==> config.mk <==
export PLATFORM = sky130hd
export DESIGN_NAME = fsync_4x4
export DESIGN_NICKNAME = d
export VERILOG_FILES = /design/src/hdl/fsync_cfg_pkg.sv /design/src/hdl/fsync_msg_pkg.sv /design/src/hdl/cu_ingress.sv /design/src/hdl/leaf_sync_node.sv /design/src/hdl/root_sync_node.sv /design/src/hdl/fsync_4x4.sv
export SDC_FILE = /design/constraint.sdc
export NUM_CORES = 1
export LEC_CHECK = 0
export ABC_AREA = 1
export ABC_CLOCK_PERIOD_IN_PS = 1500
export BUFFER_PORTS_ARGS = -buffer_cell sky130_fd_sc_hd__buf_2
export CAP_MARGIN = 30
export CORE_ASPECT_RATIO = 1.5
export CORE_MARGIN = 2
export CORE_UTILIZATION = 46
export CTS_CLUSTER_DIAMETER = 30
export DETAILED_ROUTE_END_ITERATION = 10
export PLACE_DENSITY = 0.74
export SETUP_SLACK_MARGIN = 0.15
export SLEW_MARGIN = 5
export SYNTH_ARGS = -nofsm -noshare
export SYNTH_HDL_FRONTEND = slang
export SYNTH_SLANG_ARGS = --single-unit
export TNS_END_PERCENT = 100
==> constraint.sdc <==
create_clock -name clk_i -period 1.5 [get_ports clk_i]
set_input_delay 0.075 -clock clk_i [delete_from_list [all_inputs] [get_ports clk_i]]
set_output_delay 0.075 -clock clk_i [all_outputs]
set_load 0.005 [all_outputs]
==> src/hdl/fsync_cfg_pkg.sv <==
// ====================
// barrier network configuration
// geometry of the 4x4 grid and the level encodings
// ====================
`default_nettype none

package fsync_cfg_pkg;

  // grid and quadrant geometry
  localparam int unsigned GRID_DIM      = 4;
  localparam int unsigned N_CU          = GRID_DIM * GRID_DIM;
  localparam int unsigned QUAD_DIM      = GRID_DIM / 2;
  localparam int unsigned QUADS_PER_ROW = GRID_DIM / QUAD_DIM;
  localparam int unsigned N_LEAVES      = QUADS_PER_ROW * QUADS_PER_ROW;
  localparam int unsigned LEAF_PORTS    = QUAD_DIM * QUAD_DIM;

  // request fields
  localparam int unsigned LVL_WIDTH = 2;
  localparam int unsigned ID_WIDTH  = 4;

  // levels 0 and 3 are unsupported
  localparam logic [LVL_WIDTH-1:0] LVL_LOCAL  = 2'd1;
  localparam logic [LVL_WIDTH-1:0] LVL_GLOBAL = 2'd2;

  // ingress register plus leaf state register
  localparam int unsigned ACK_LATENCY = 2;

  // grid index (row * GRID_DIM + col) of a port within a quadrant
  function automatic int unsigned cu_idx(input int unsigned quad, input int unsigned port);
    int unsigned row;
    int unsigned col;
    row = (quad / QUADS_PER_ROW) * QUAD_DIM + port / QUAD_DIM;
    col = (quad % QUADS_PER_ROW) * QUAD_DIM + port % QUAD_DIM;
    return row * GRID_DIM + col;
  endfunction

endpackage : fsync_cfg_pkg

`default_nettype wire

==> src/hdl/fsync_msg_pkg.sv <==
// ====================
// barrier network messages
// request and response structs of the CU, leaf and root links
// ====================
`default_nettype none

package fsync_msg_pkg;

  import fsync_cfg_pkg::*;

  // CU request to its leaf, held stable until ack
  typedef struct packed {
    logic                 req;
    logic [LVL_WIDTH-1:0] lvl;
    logic [ID_WIDTH-1:0]  id;
  } cu_req_t;

  // leaf response shared by the four CUs of a quadrant
  typedef struct packed {
    logic                 ack;
    logic                 error;
    logic [LVL_WIDTH-1:0] lvl;
    logic [ID_WIDTH-1:0]  id;
  } cu_rsp_t;

  // quadrant summary from the ingress stage
  typedef struct packed {
    logic                 all_req;
    logic                 all_idle;
    logic                 agree;
    logic [LVL_WIDTH-1:0] lvl;
    logic [ID_WIDTH-1:0]  id;
  } grp_status_t;

  // only level-2 barriers travel up from a leaf to the root
  typedef struct packed {
    logic                req;
    logic [ID_WIDTH-1:0] id;
  } up_req_t;

  typedef struct packed {
    logic ack;
    logic error;
  } up_rsp_t;

endpackage : fsync_msg_pkg

`default_nettype wire

==> src/hdl/cu_ingress.sv <==
// ====================
// CU ingress stage
// registers the 16 CU requests and summarizes each quadrant
// into arrival, release and agreement flags for its leaf
// ====================
`timescale 1ns/1ps
`default_nettype none

module cu_ingress
  import fsync_cfg_pkg::*;
  import fsync_msg_pkg::*;
(
  input  logic        clk_i,
  input  logic        reset_i,
  input  cu_req_t     cu_req_i     [N_CU],
  output grp_status_t grp_status_o [N_LEAVES]
);

  cu_req_t req_q [N_CU];

  // ====================
  // input register
  // ====================

  always_ff @(posedge clk_i) begin
    if (reset_i) begin
      for (int i = 0; i < N_CU; i++) begin
        req_q[i].req <= 1'b0;
      end
    end else begin
      req_q <= cu_req_i;
    end
  end

  // ====================
  // quadrant summary
  // ====================

  for (genvar q = 0; q < N_LEAVES; q++) begin : g_quad
    cu_req_t               grp [LEAF_PORTS];
    logic [LEAF_PORTS-1:0] req_vec;
    logic [LEAF_PORTS-1:0] same_vec;
    logic                  lvl_ok;

    for (genvar p = 0; p < LEAF_PORTS; p++) begin : g_port
      assign grp[p]      = req_q[cu_idx(q, p)];
      assign req_vec[p]  = grp[p].req;
      // port 0 is the reference every other port is compared against
      assign same_vec[p] = (grp[p].lvl == grp[0].lvl) && (grp[p].id == grp[0].id);
    end

    assign lvl_ok = (grp[0].lvl == LVL_LOCAL) || (grp[0].lvl == LVL_GLOBAL);

    assign grp_status_o[q].all_req  = &req_vec;
    assign grp_status_o[q].all_idle = ~|req_vec;
    assign grp_status_o[q].agree    = (&same_vec) && lvl_ok;

    // on disagreement the echo falls back to port 0
    assign grp_status_o[q].lvl      = grp[0].lvl;
    assign grp_status_o[q].id       = grp[0].id;
  end

endmodule : cu_ingress

`default_nettype wire

==> src/hdl/leaf_sync_node.sv <==
// ====================
// leaf barrier node
// four-phase FSM for one 2x2 quadrant, level-1 barriers
// resolve here and level-2 barriers go up to the root
// ====================
`timescale 1ns/1ps
`default_nettype none

module leaf_sync_node
  import fsync_cfg_pkg::*;
  import fsync_msg_pkg::*;
(
  input  logic        clk_i,
  input  logic        reset_i,
  input  grp_status_t grp_status_i,
  output cu_rsp_t     cu_rsp_o,
  output up_req_t     up_req_o,
  input  up_rsp_t     up_rsp_i
);

  typedef enum logic [1:0] {
    ST_IDLE,
    ST_WAIT_ROOT,
    ST_ACKED,
    ST_RELEASE
  } leaf_state_e;

  leaf_state_e          state_q;
  leaf_state_e          state_d;
  logic                 up_q;
  logic                 up_d;
  logic                 err_q;
  logic                 err_d;
  logic [LVL_WIDTH-1:0] lvl_q;
  logic [ID_WIDTH-1:0]  id_q;
  logic                 capture;
  logic                 go_up;

  assign capture = (state_q == ST_IDLE) && grp_status_i.all_req;

  // a disagreeing group never leaves the quadrant, whatever its level
  assign go_up = grp_status_i.agree && (grp_status_i.lvl == LVL_GLOBAL);

  // ====================
  // next state
  // ====================

  always_comb begin
    state_d = state_q;
    up_d    = up_q;
    err_d   = err_q;
    case (state_q)
      ST_IDLE: begin
        if (grp_status_i.all_req) begin
          if (go_up) begin
            state_d = ST_WAIT_ROOT;
            up_d    = 1'b1;
          end else begin
            state_d = ST_ACKED;
            err_d   = !grp_status_i.agree;
          end
        end
      end
      ST_WAIT_ROOT: begin
        if (up_rsp_i.ack) begin
          state_d = ST_ACKED;
          err_d   = up_rsp_i.error;
        end
      end
      ST_ACKED: begin
        // all CUs have let go, so the up request can drop too
        if (grp_status_i.all_idle) begin
          up_d = 1'b0;
          if (up_q) begin
            state_d = ST_RELEASE;
          end else begin
            state_d = ST_IDLE;
            err_d   = 1'b0;
          end
        end
      end
      ST_RELEASE: begin
        // the root holds ack until every leaf has dropped its req
        if (!up_rsp_i.ack) begin
          state_d = ST_IDLE;
          err_d   = 1'b0;
        end
      end
      default: state_d = ST_IDLE;
    endcase
  end

  always_ff @(posedge clk_i) begin
    if (reset_i) begin
      state_q <= ST_IDLE;
      up_q    <= 1'b0;
      err_q   <= 1'b0;
    end else begin
      state_q <= state_d;
      up_q    <= up_d;
      err_q   <= err_d;
    end
  end

  always_ff @(posedge clk_i) begin
    if (capture) begin
      lvl_q <= grp_status_i.lvl;
      id_q  <= grp_status_i.id;
    end
  end

  assign cu_rsp_o.ack   = (state_q == ST_ACKED) || (state_q == ST_RELEASE);
  assign cu_rsp_o.error = err_q;
  assign cu_rsp_o.lvl   = lvl_q;
  assign cu_rsp_o.id    = id_q;

  assign up_req_o.req   = up_q;
  assign up_req_o.id    = id_q;

endmodule : leaf_sync_node

`default_nettype wire

==> src/hdl/root_sync_node.sv <==
// ====================
// root barrier node
// joins the four leaves for level-2 barriers and flags
// an error when their ids differ
// ====================
`timescale 1ns/1ps
`default_nettype none

module root_sync_node
  import fsync_cfg_pkg::*;
  import fsync_msg_pkg::*;
(
  input  logic    clk_i,
  input  logic    reset_i,
  input  up_req_t up_req_i [N_LEAVES],
  output up_rsp_t up_rsp_o [N_LEAVES]
);

  typedef enum logic {
    R_IDLE,
    R_ACKED
  } root_state_e;

  root_state_e         state_q;
  logic                err_q;
  logic [N_LEAVES-1:0] req_vec;
  logic [N_LEAVES-1:0] same_vec;

  for (genvar l = 0; l < N_LEAVES; l++) begin : g_leaf
    assign req_vec[l]  = up_req_i[l].req;
    assign same_vec[l] = (up_req_i[l].id == up_req_i[0].id);

    // every leaf sees the same response
    assign up_rsp_o[l].ack   = (state_q == R_ACKED);
    assign up_rsp_o[l].error = err_q;
  end

  // ====================
  // four-phase FSM
  // ====================

  always_ff @(posedge clk_i) begin
    if (reset_i) begin
      state_q <= R_IDLE;
      err_q   <= 1'b0;
    end else begin
      case (state_q)
        R_IDLE: begin
          if (&req_vec) begin
            state_q <= R_ACKED;
            err_q   <= !(&same_vec);
          end
        end
        R_ACKED: begin
          // a single slow leaf keeps the other three waiting here
          if (~|req_vec) begin
            state_q <= R_IDLE;
            err_q   <= 1'b0;
          end
        end
        default: state_q <= R_IDLE;
      endcase
    end
  end

endmodule : root_sync_node

`default_nettype wire

==> src/hdl/fsync_4x4.sv <==
// ====================
// 4x4 barrier network top
// ingress stage, four quadrant leaves and one root
// ====================
`timescale 1ns/1ps
`default_nettype none

module fsync_4x4
  import fsync_cfg_pkg::*;
  import fsync_msg_pkg::*;
(
  input  logic    clk_i,
  input  logic    reset_i,
  input  cu_req_t cu_req_i [N_CU],
  output cu_rsp_t cu_rsp_o [N_CU]
);

  grp_status_t grp_status [N_LEAVES];
  cu_rsp_t     leaf_rsp   [N_LEAVES];
  up_req_t     up_req     [N_LEAVES];
  up_rsp_t     up_rsp     [N_LEAVES];

  cu_ingress u_ingress (
    .clk_i        (clk_i),
    .reset_i      (reset_i),
    .cu_req_i     (cu_req_i),
    .grp_status_o (grp_status)
  );

  // ====================
  // quadrant leaves
  // ====================

  for (genvar q = 0; q < N_LEAVES; q++) begin : g_leaf
    leaf_sync_node u_leaf (
      .clk_i        (clk_i),
      .reset_i      (reset_i),
      .grp_status_i (grp_status[q]),
      .cu_rsp_o     (leaf_rsp[q]),
      .up_req_o     (up_req[q]),
      .up_rsp_i     (up_rsp[q])
    );

    // one response per quadrant goes back to its four grid positions
    for (genvar p = 0; p < LEAF_PORTS; p++) begin : g_fanout
      assign cu_rsp_o[cu_idx(q, p)] = leaf_rsp[q];
    end
  end

  root_sync_node u_root (
    .clk_i    (clk_i),
    .reset_i  (reset_i),
    .up_req_i (up_req),
    .up_rsp_o (up_rsp)
  );

endmodule : fsync_4x4

`default_nettype wire

[After elaboration in Yosys (flattened, before gate mapping)]
Index checks and enable logic that the tools add are counted.
Widths: inputs -> output; s select.
Word-level totals
  input port bits: 114
  register bits: 154
  output and inout bits: 128
  logic and storage cells: 287
Cells by class
  reductions and logical operators: 73
  multiplexer cells: 66
  bitwise operators: 1
  equal/unequal tests: 77
Operators with widths (count)
  $eq 4x4->1: 15
  $reduce_and 4->1: 13
  $mux 2: 18
  $mux 1: 34
  $ne 2x2->1 const B: 17
  $pmux 2 s4: 4
  $ne 2x1->1 const B: 13
  $eq 2x2->1: 12
  $eq 2x2->1 const B: 12
  $logic_and 1x1->1: 24
  $reduce_and 6->1: 4
  $reduce_or 4->1: 5
  $eq 2x1->1 const B: 8
  $pmux 1 s4: 4
  $reduce_and 3->1: 5
  $pmux 1 s2: 6
  $logic_not 2->1: 4
  $logic_or 1x1->1: 8
  $reduce_bool 2->1: 4
  $logic_not 1->1: 5
  $reduce_and 2->1: 1
  $not 1->1: 1

[Longest topological paths before layout]
  depth in word-level cells: 8
  mapped depth: 12
  gate-level depth less buffers: 12

[Cells and area by module]
From an unflattened synthesis, not the netlist that was laid out.
Unflattened totals
  cell total of the unflattened synthesis: 775
  area total of the unflattened synthesis: 7552.2 µm²
Modules (own cells, without submodules)
  cu_ingress: instances 1, sequential area each 3203.1 µm², cells each 373, area each 4448.0 µm²
  leaf_sync_node: instances 4, sequential area each 260.2 µm², cells each 57, area each 504.2 µm²
  fsync_4x4: instances 1, sequential area each 0.0 µm², cells each 96, area each 720.7 µm²
  root_sync_node: instances 1, sequential area each 40.0 µm², cells each 78, area each 366.6 µm²

[Worst setup path before layout]
Ideal clock, no wire load.
  path type: flip-flop to flip-flop
  start: register u_ingress.req_q (netlist bit u_ingress.grp_status_o[31])
  end: register g_leaf[0].u_leaf.state_q[1]
  library setup time: 109 ps
  stages on the path, launching flop included: 12
  slack: -28 ps
  clock period less this slack: 1528 ps
  data arrival time: 1419 ps
  required time: 1391 ps
  path buffers: 0
  cell sequence: edfxtp_1 -> inv_1 -> ha_1 -> inv_1 -> nand2_1 -> nor2_1 -> nand2_1 -> nor2_1 -> nand3_1 -> nand3b_4 -> nand2_1 -> inv_1
Between the ends
  longest elaborated chain between the ends: 8
  elaborated cells on any way between the ends: 15
  those cells by class: 5 x eq/ne; 3 x mux; 7 x reduce/logical
RTL lines
  start: declaration: line cu_ingress.sv:19  | cu_req_t req_q [N_CU];
  start signal: assignment: line cu_ingress.sv:31  | req_q <= cu_req_i;
  $eq 2x2->1: line cu_ingress.sv:49  | assign same_vec[p] = (grp[p].lvl == grp[0].lvl) && (grp[p].id == grp[0].id);
  $logic_and 1x1->1: line cu_ingress.sv:49
  $reduce_and 3->1: line cu_ingress.sv:56  | assign grp_status_o[q].agree = (&same_vec) && lvl_ok;
  $logic_and 1x1->1: line cu_ingress.sv:56
  $logic_and 1x1->1 (*): line leaf_sync_node.sv:42  | assign go_up = grp_status_i.agree && (grp_status_i.lvl == LVL_GLOBAL);
  $mux 2 (*): line leaf_sync_node.sv:55  | if (go_up) begin
  $mux 2 (*): line leaf_sync_node.sv:54  | if (grp_status_i.all_req) begin
  $pmux 2 s4 (*): line leaf_sync_node.sv:52  | case (state_q)
  end signal: assignment: line leaf_sync_node.sv:99  | state_q <= state_d;
  end: declaration: line leaf_sync_node.sv:28  | leaf_state_e state_q;
Mark *: on every way between the ends. The rest lies on a longest branch, timed or not. The select of a mux whose other input is x is not followed.
A chain may end at the register's enable or synchronous reset.

[Final worst setup path]
  start: register u_ingress.req_q (netlist bit u_ingress.grp_status_o[5])
  end: register g_leaf[3].u_leaf.err_q
Between the ends
  longest elaborated chain between the ends: 8
  elaborated cells on any way between the ends: 18
  those cells by class: 6 x eq/ne; 3 x mux; 9 x reduce/logical
RTL lines
  $eq 2x2->1: line cu_ingress.sv:49
  $logic_and 1x1->1: line cu_ingress.sv:49
  $reduce_and 3->1: line cu_ingress.sv:56
  $logic_and 1x1->1: line cu_ingress.sv:56
  $logic_not 1->1: line leaf_sync_node.sv:60  | err_d = !grp_status_i.agree;
  $mux 1: line leaf_sync_node.sv:55
  $mux 1: line leaf_sync_node.sv:54
  $pmux 1 s4: line leaf_sync_node.sv:52
  end signal: assignment: line leaf_sync_node.sv:101  | err_q <= err_d;
  end: declaration: line leaf_sync_node.sv:32  | logic err_q;
Several ways; a longest one is shown, not always the timed one. The select of a mux whose other input is x is not followed.

==> results.md <==
- Initial DRC count: 199
- Final Cycle Share: 1.11
- Flops & latches, synth: 154
- CTS tree: built
- Req. time, crit path: 1.80 ns
- Initial antenna violation count: 1
- Main synth FF type: edfxtp_1
- H-tree lvl count: 4
- Worst setup SP type: flip-flop
- Post-place setup slack: -0.0801 ns
- First-pass GRT wire length: 27.0 mm
- Worst slew pin tran: 0.364 ns
- P_leak: 4.81 nW
- Initial core utilization: 0.468
- WL met2: approximately 9.9 mm
- Core region area: 15,600 um^2
- Power per standard cell area: 1230 nW/um^2
- Die height: 158 um
- Hold Vio Cnt, Final: 0
- WL met1: 6.62 mm
- Hold_sp: reset_i
- Nets: roughly 1,200
- Seq/Total Area, Yosys: 0.588
- Post-synth ARST share: 0
- Clk sinks: ~150
- Post-Syn Nets: between 800 and 900
- Initial DRT Pass Iterations: 4
- IO Port Bufs: 241
- Post-synth EDFFs: 120
- # DRC: 0
- DR vias/cell: 4.61
- RSZ-0062 raised after global routing: true
- Relative max-transition margin: 0.758
- Max VDD drop: 0.000720 V
- Detailed-route wire length per cell: ~14 um
- Failing checks: setup timing
- Final Non-Filler Cells: ~1,300
- Critical-path maximum fanout: 4
- Die area: 16,900 um^2
- CP Data Arrival Time: between 1.5 and 2 ns
- Die width: 107 um
- Layout overhead on the synthesized area: 38.3%
- Clock root cell: clkbuf_16
- Clk_lat worst skew: 0.41 ns
- Worst r2r path cells: 9
- ANT nets after route: 0
- Global route overflow: 0
- Fin area: 10,100 um^2
- I/O pin cnt: about 240
- DP Area: 8230 um^2
- Setup slack after layout: -0.163 ns
- Cell mode on critical path: nand2_1
- Largest delay share family, worst path: simple AND/OR/NAND/NOR gates
- Cell variety after synth: 36
- Share of cells above drive strength 1: 0.327
- Fin util: 0.648
- Cell Rows: 56
- Tot GR Track Use: 0.210
- Hold crit path type: input port to flip-flop
- Hold path depth: 4
- Vias in the first global route: 5,791
- Pwr Total: between 0.01 and 0.015 W
- Crit path launch: u_ingress.grp_status_o[5]
- Final Max Tran Viols: 0
- Clock skew: between 0.01 and 0.015 ns
- Yosys Warn Count: 0
- Setup crit end kind: flip-flop
- Pin count of the biggest net entering global routing: 31
- Fin crit period: 1.66 ns
- Outcome: finished, violations left
- WP buf/inv: 0
- Mean Syn Cell Area: approximately 9.5 um^2
- DR vias: 5,890
- Max-Cap Viols: 0
- Gpl congestion: 0.868
- Clock transition at the registers of the reported paths: ~0.070 ns
- TritonCTS buffer count: 17
- Placed Instances: 1,130
- Final setup violation count: 13
- Syn Inst Count: 766
- Synth Cell Area: 7280 um^2
- Crit path max-delay cell type: edfxtp_1
- Setup slack, reg-to-reg: -0.16 ns
- HPWL after detailed placement: ~11 mm
- WL met3: 806 um
- CTS max path bufs: 2
- Top layer in use: met4
- Critical-path cell list: ha_4 > a21oi_2 > nand3_1 > nor2_2 > nand4_1 > nand2_1 > nand2_1 > nand2_1 > nor2_2
- Crit-path max cell delay: 0.47 ns
- Final WL: approximately 18 mm
- Worst path depth: 9
- Critical path type: flip-flop to flip-flop
- Worst reg2reg startpoint: u_ingress.grp_status_o[5]
- Max Freq: 0.601 GHz
==> cells in the final DEF, fill, tap and decap left out, types with 2 or more instances in the layout <==
cell / Yosys / final
xnor2_1: 6 / 6
edfxtp_1: 120 / 120
inv_6: 0 / 4
buf_12: 0 / 3
dfxtp_1: 34 / 31
clkinvlp_4: 0 / 4
nor2_1: 92 / 86
nor2_4: 0 / 3
ha_1: 4 / 2
ha_4: 0 / 2
clkbuf_16: 0 / 17
inv_2: 7 / 11
a21oi_2: 3 / 6
xor2_1: 4 / 4
o21ai_0: 16 / 16
buf_4: 101 / 25
nand3_2: 0 / 3
o21ai_1: 3 / 3
dlygate4sd3_1: 0 / 112
dfxtp_2: 0 / 3
buf_2: 0 / 241
nand2_1: 182 / 179
a21oi_1: 15 / 12
nand4_1: 8 / 8
inv_1: 110 / 105
nor4_2: 0 / 2
o31ai_1: 3 / 3
nor3_1: 3 / 2
nor2_2: 6 / 9
bufinv_16: 0 / 3
o21a_1: 2 / 2
nand3_1: 22 / 19
nand2_2: 1 / 4
clkbuf_1: 6 / 3
o22ai_1: 2 / 2
a31oi_1: 3 / 3
==> repair_timing <==
| action | 4_1_cts | 5_1_grt |
|---|---|---|
| resized for setup | 7 | 22 |
| setup buffers | 0 | 2 |
| setup endpoints to repair | 16 | 17 |
| endpoints found under the hold margin | 112 | 0 |
| hold buffers | 112 | 0 |
| pin swaps | 8 | 7 |
==> cells in the mapped netlist (3+ instances only) <==
master | count | area share
a21oi_2 | 3 | 0.0036
nor3_1 | 3 | 0.0021
nand4_1 | 8 | 0.0069
xor2_1 | 4 | 0.0048
buf_4 | 101 | 0.10
inv_2 | 7 | 0.0036
o21ai_0 | 16 | 0.011
nand2_1 | 182 | 0.094
o21ai_1 | 3 | 0.0021
ha_1 | 4 | 0.0069
nor2_1 | 92 | 0.047
a31oi_1 | 3 | 0.0026
nand3_1 | 22 | 0.015
nor2_2 | 6 | 0.0052
inv_1 | 110 | 0.057
xnor2_1 | 6 | 0.0072
dfxtp_1 | 34 | 0.093
clkbuf_1 | 6 | 0.0031
edfxtp_1 | 120 | 0.49
a21oi_1 | 15 | 0.010
o31ai_1 | 3 | 0.0031
==> path summary, 6_finish.rpt <==
kind	endpoint
hold / removal	g_leaf[1].u_leaf.err_q
setup reg to reg	g_leaf[3].u_leaf.err_q
setup / recovery	g_leaf[3].u_leaf.err_q
hold reg to reg	g_leaf[0].u_leaf.lvl_q[0]
==> state kept, by name (all words and copies together), names as in the netlist <==
signal,count
u_ingress.g_quad.grp,88
u_ingress.grp_status_o,24
g_leaf.u_leaf.id_q,16
g_leaf.u_leaf.lvl_q,8
g_leaf.u_leaf.state_q,8
g_leaf.u_leaf.err_q,4
g_leaf.u_leaf.up_q,4
u_root.err_q,1
u_root.state_q,1
==> worst register-to-register path, delay by kind of cell (launching register included) <==
kind | cells | cell delay, ns
and+or+nand+nor | 7 | 0.72
adders and majority gates | 1 | 0.25
DFF | 1 | 0.47
AOI/OAI and AO/OA | 1 | 0.11
==> area by class of cell <==
type	count	area [um^2]
Tap cell	203	254
Clock inverter	12	164
Inverter	117	442
Antenna cell	1	2.50
Sequential cell	154	4290
Fill cell	1211	5480
Clock buffer	20	437
Multi-Input combinational cell	388	1900
Timing Repair Buffer	382	2590
==> report_power, final <==
group | internal [W] | switching [W]
clock | 0.00264 | 0.00174
sequential | 0.00502 | 0.000343
combinational | 0.00121 | 0.00143
==> kinds of logic (layout without fill, tap and decap cells) <==
logic type                 Yosys count  count (layout)  synth area share
AOI/OAI and AO/OA                   51              51            0.0421
xor gates and xnor gates            10              10            0.0120
adders and majority gates            4               4           0.00687
buffers and inverters              224             531             0.167
DFF                                154             154             0.588
other                                0               1                 0
and+or+nand+nor                    323             323             0.183
==> metal layers <==
metal,vias to the layer above,track usage
met4,0,0.0810
met5,-,0
met2,202,0.413
met3,33,0.0424
met1,2720,0.214
li1,2935,-
==> through the flow <==
| stage | hold slack [ns] | TNS [ns] |
|---|---|---|
| floorplan | 0.174 | 0 |
| finish | 0.115 | -0.676 |
| CTS | 0.107 | -0.643 |
| global route | 0.141 | -3.05 |
| global placement | 0.252 | -0.00831 |
| detailed placement | 0.253 | -0.419 |
(Power assumes the default switching activity.)
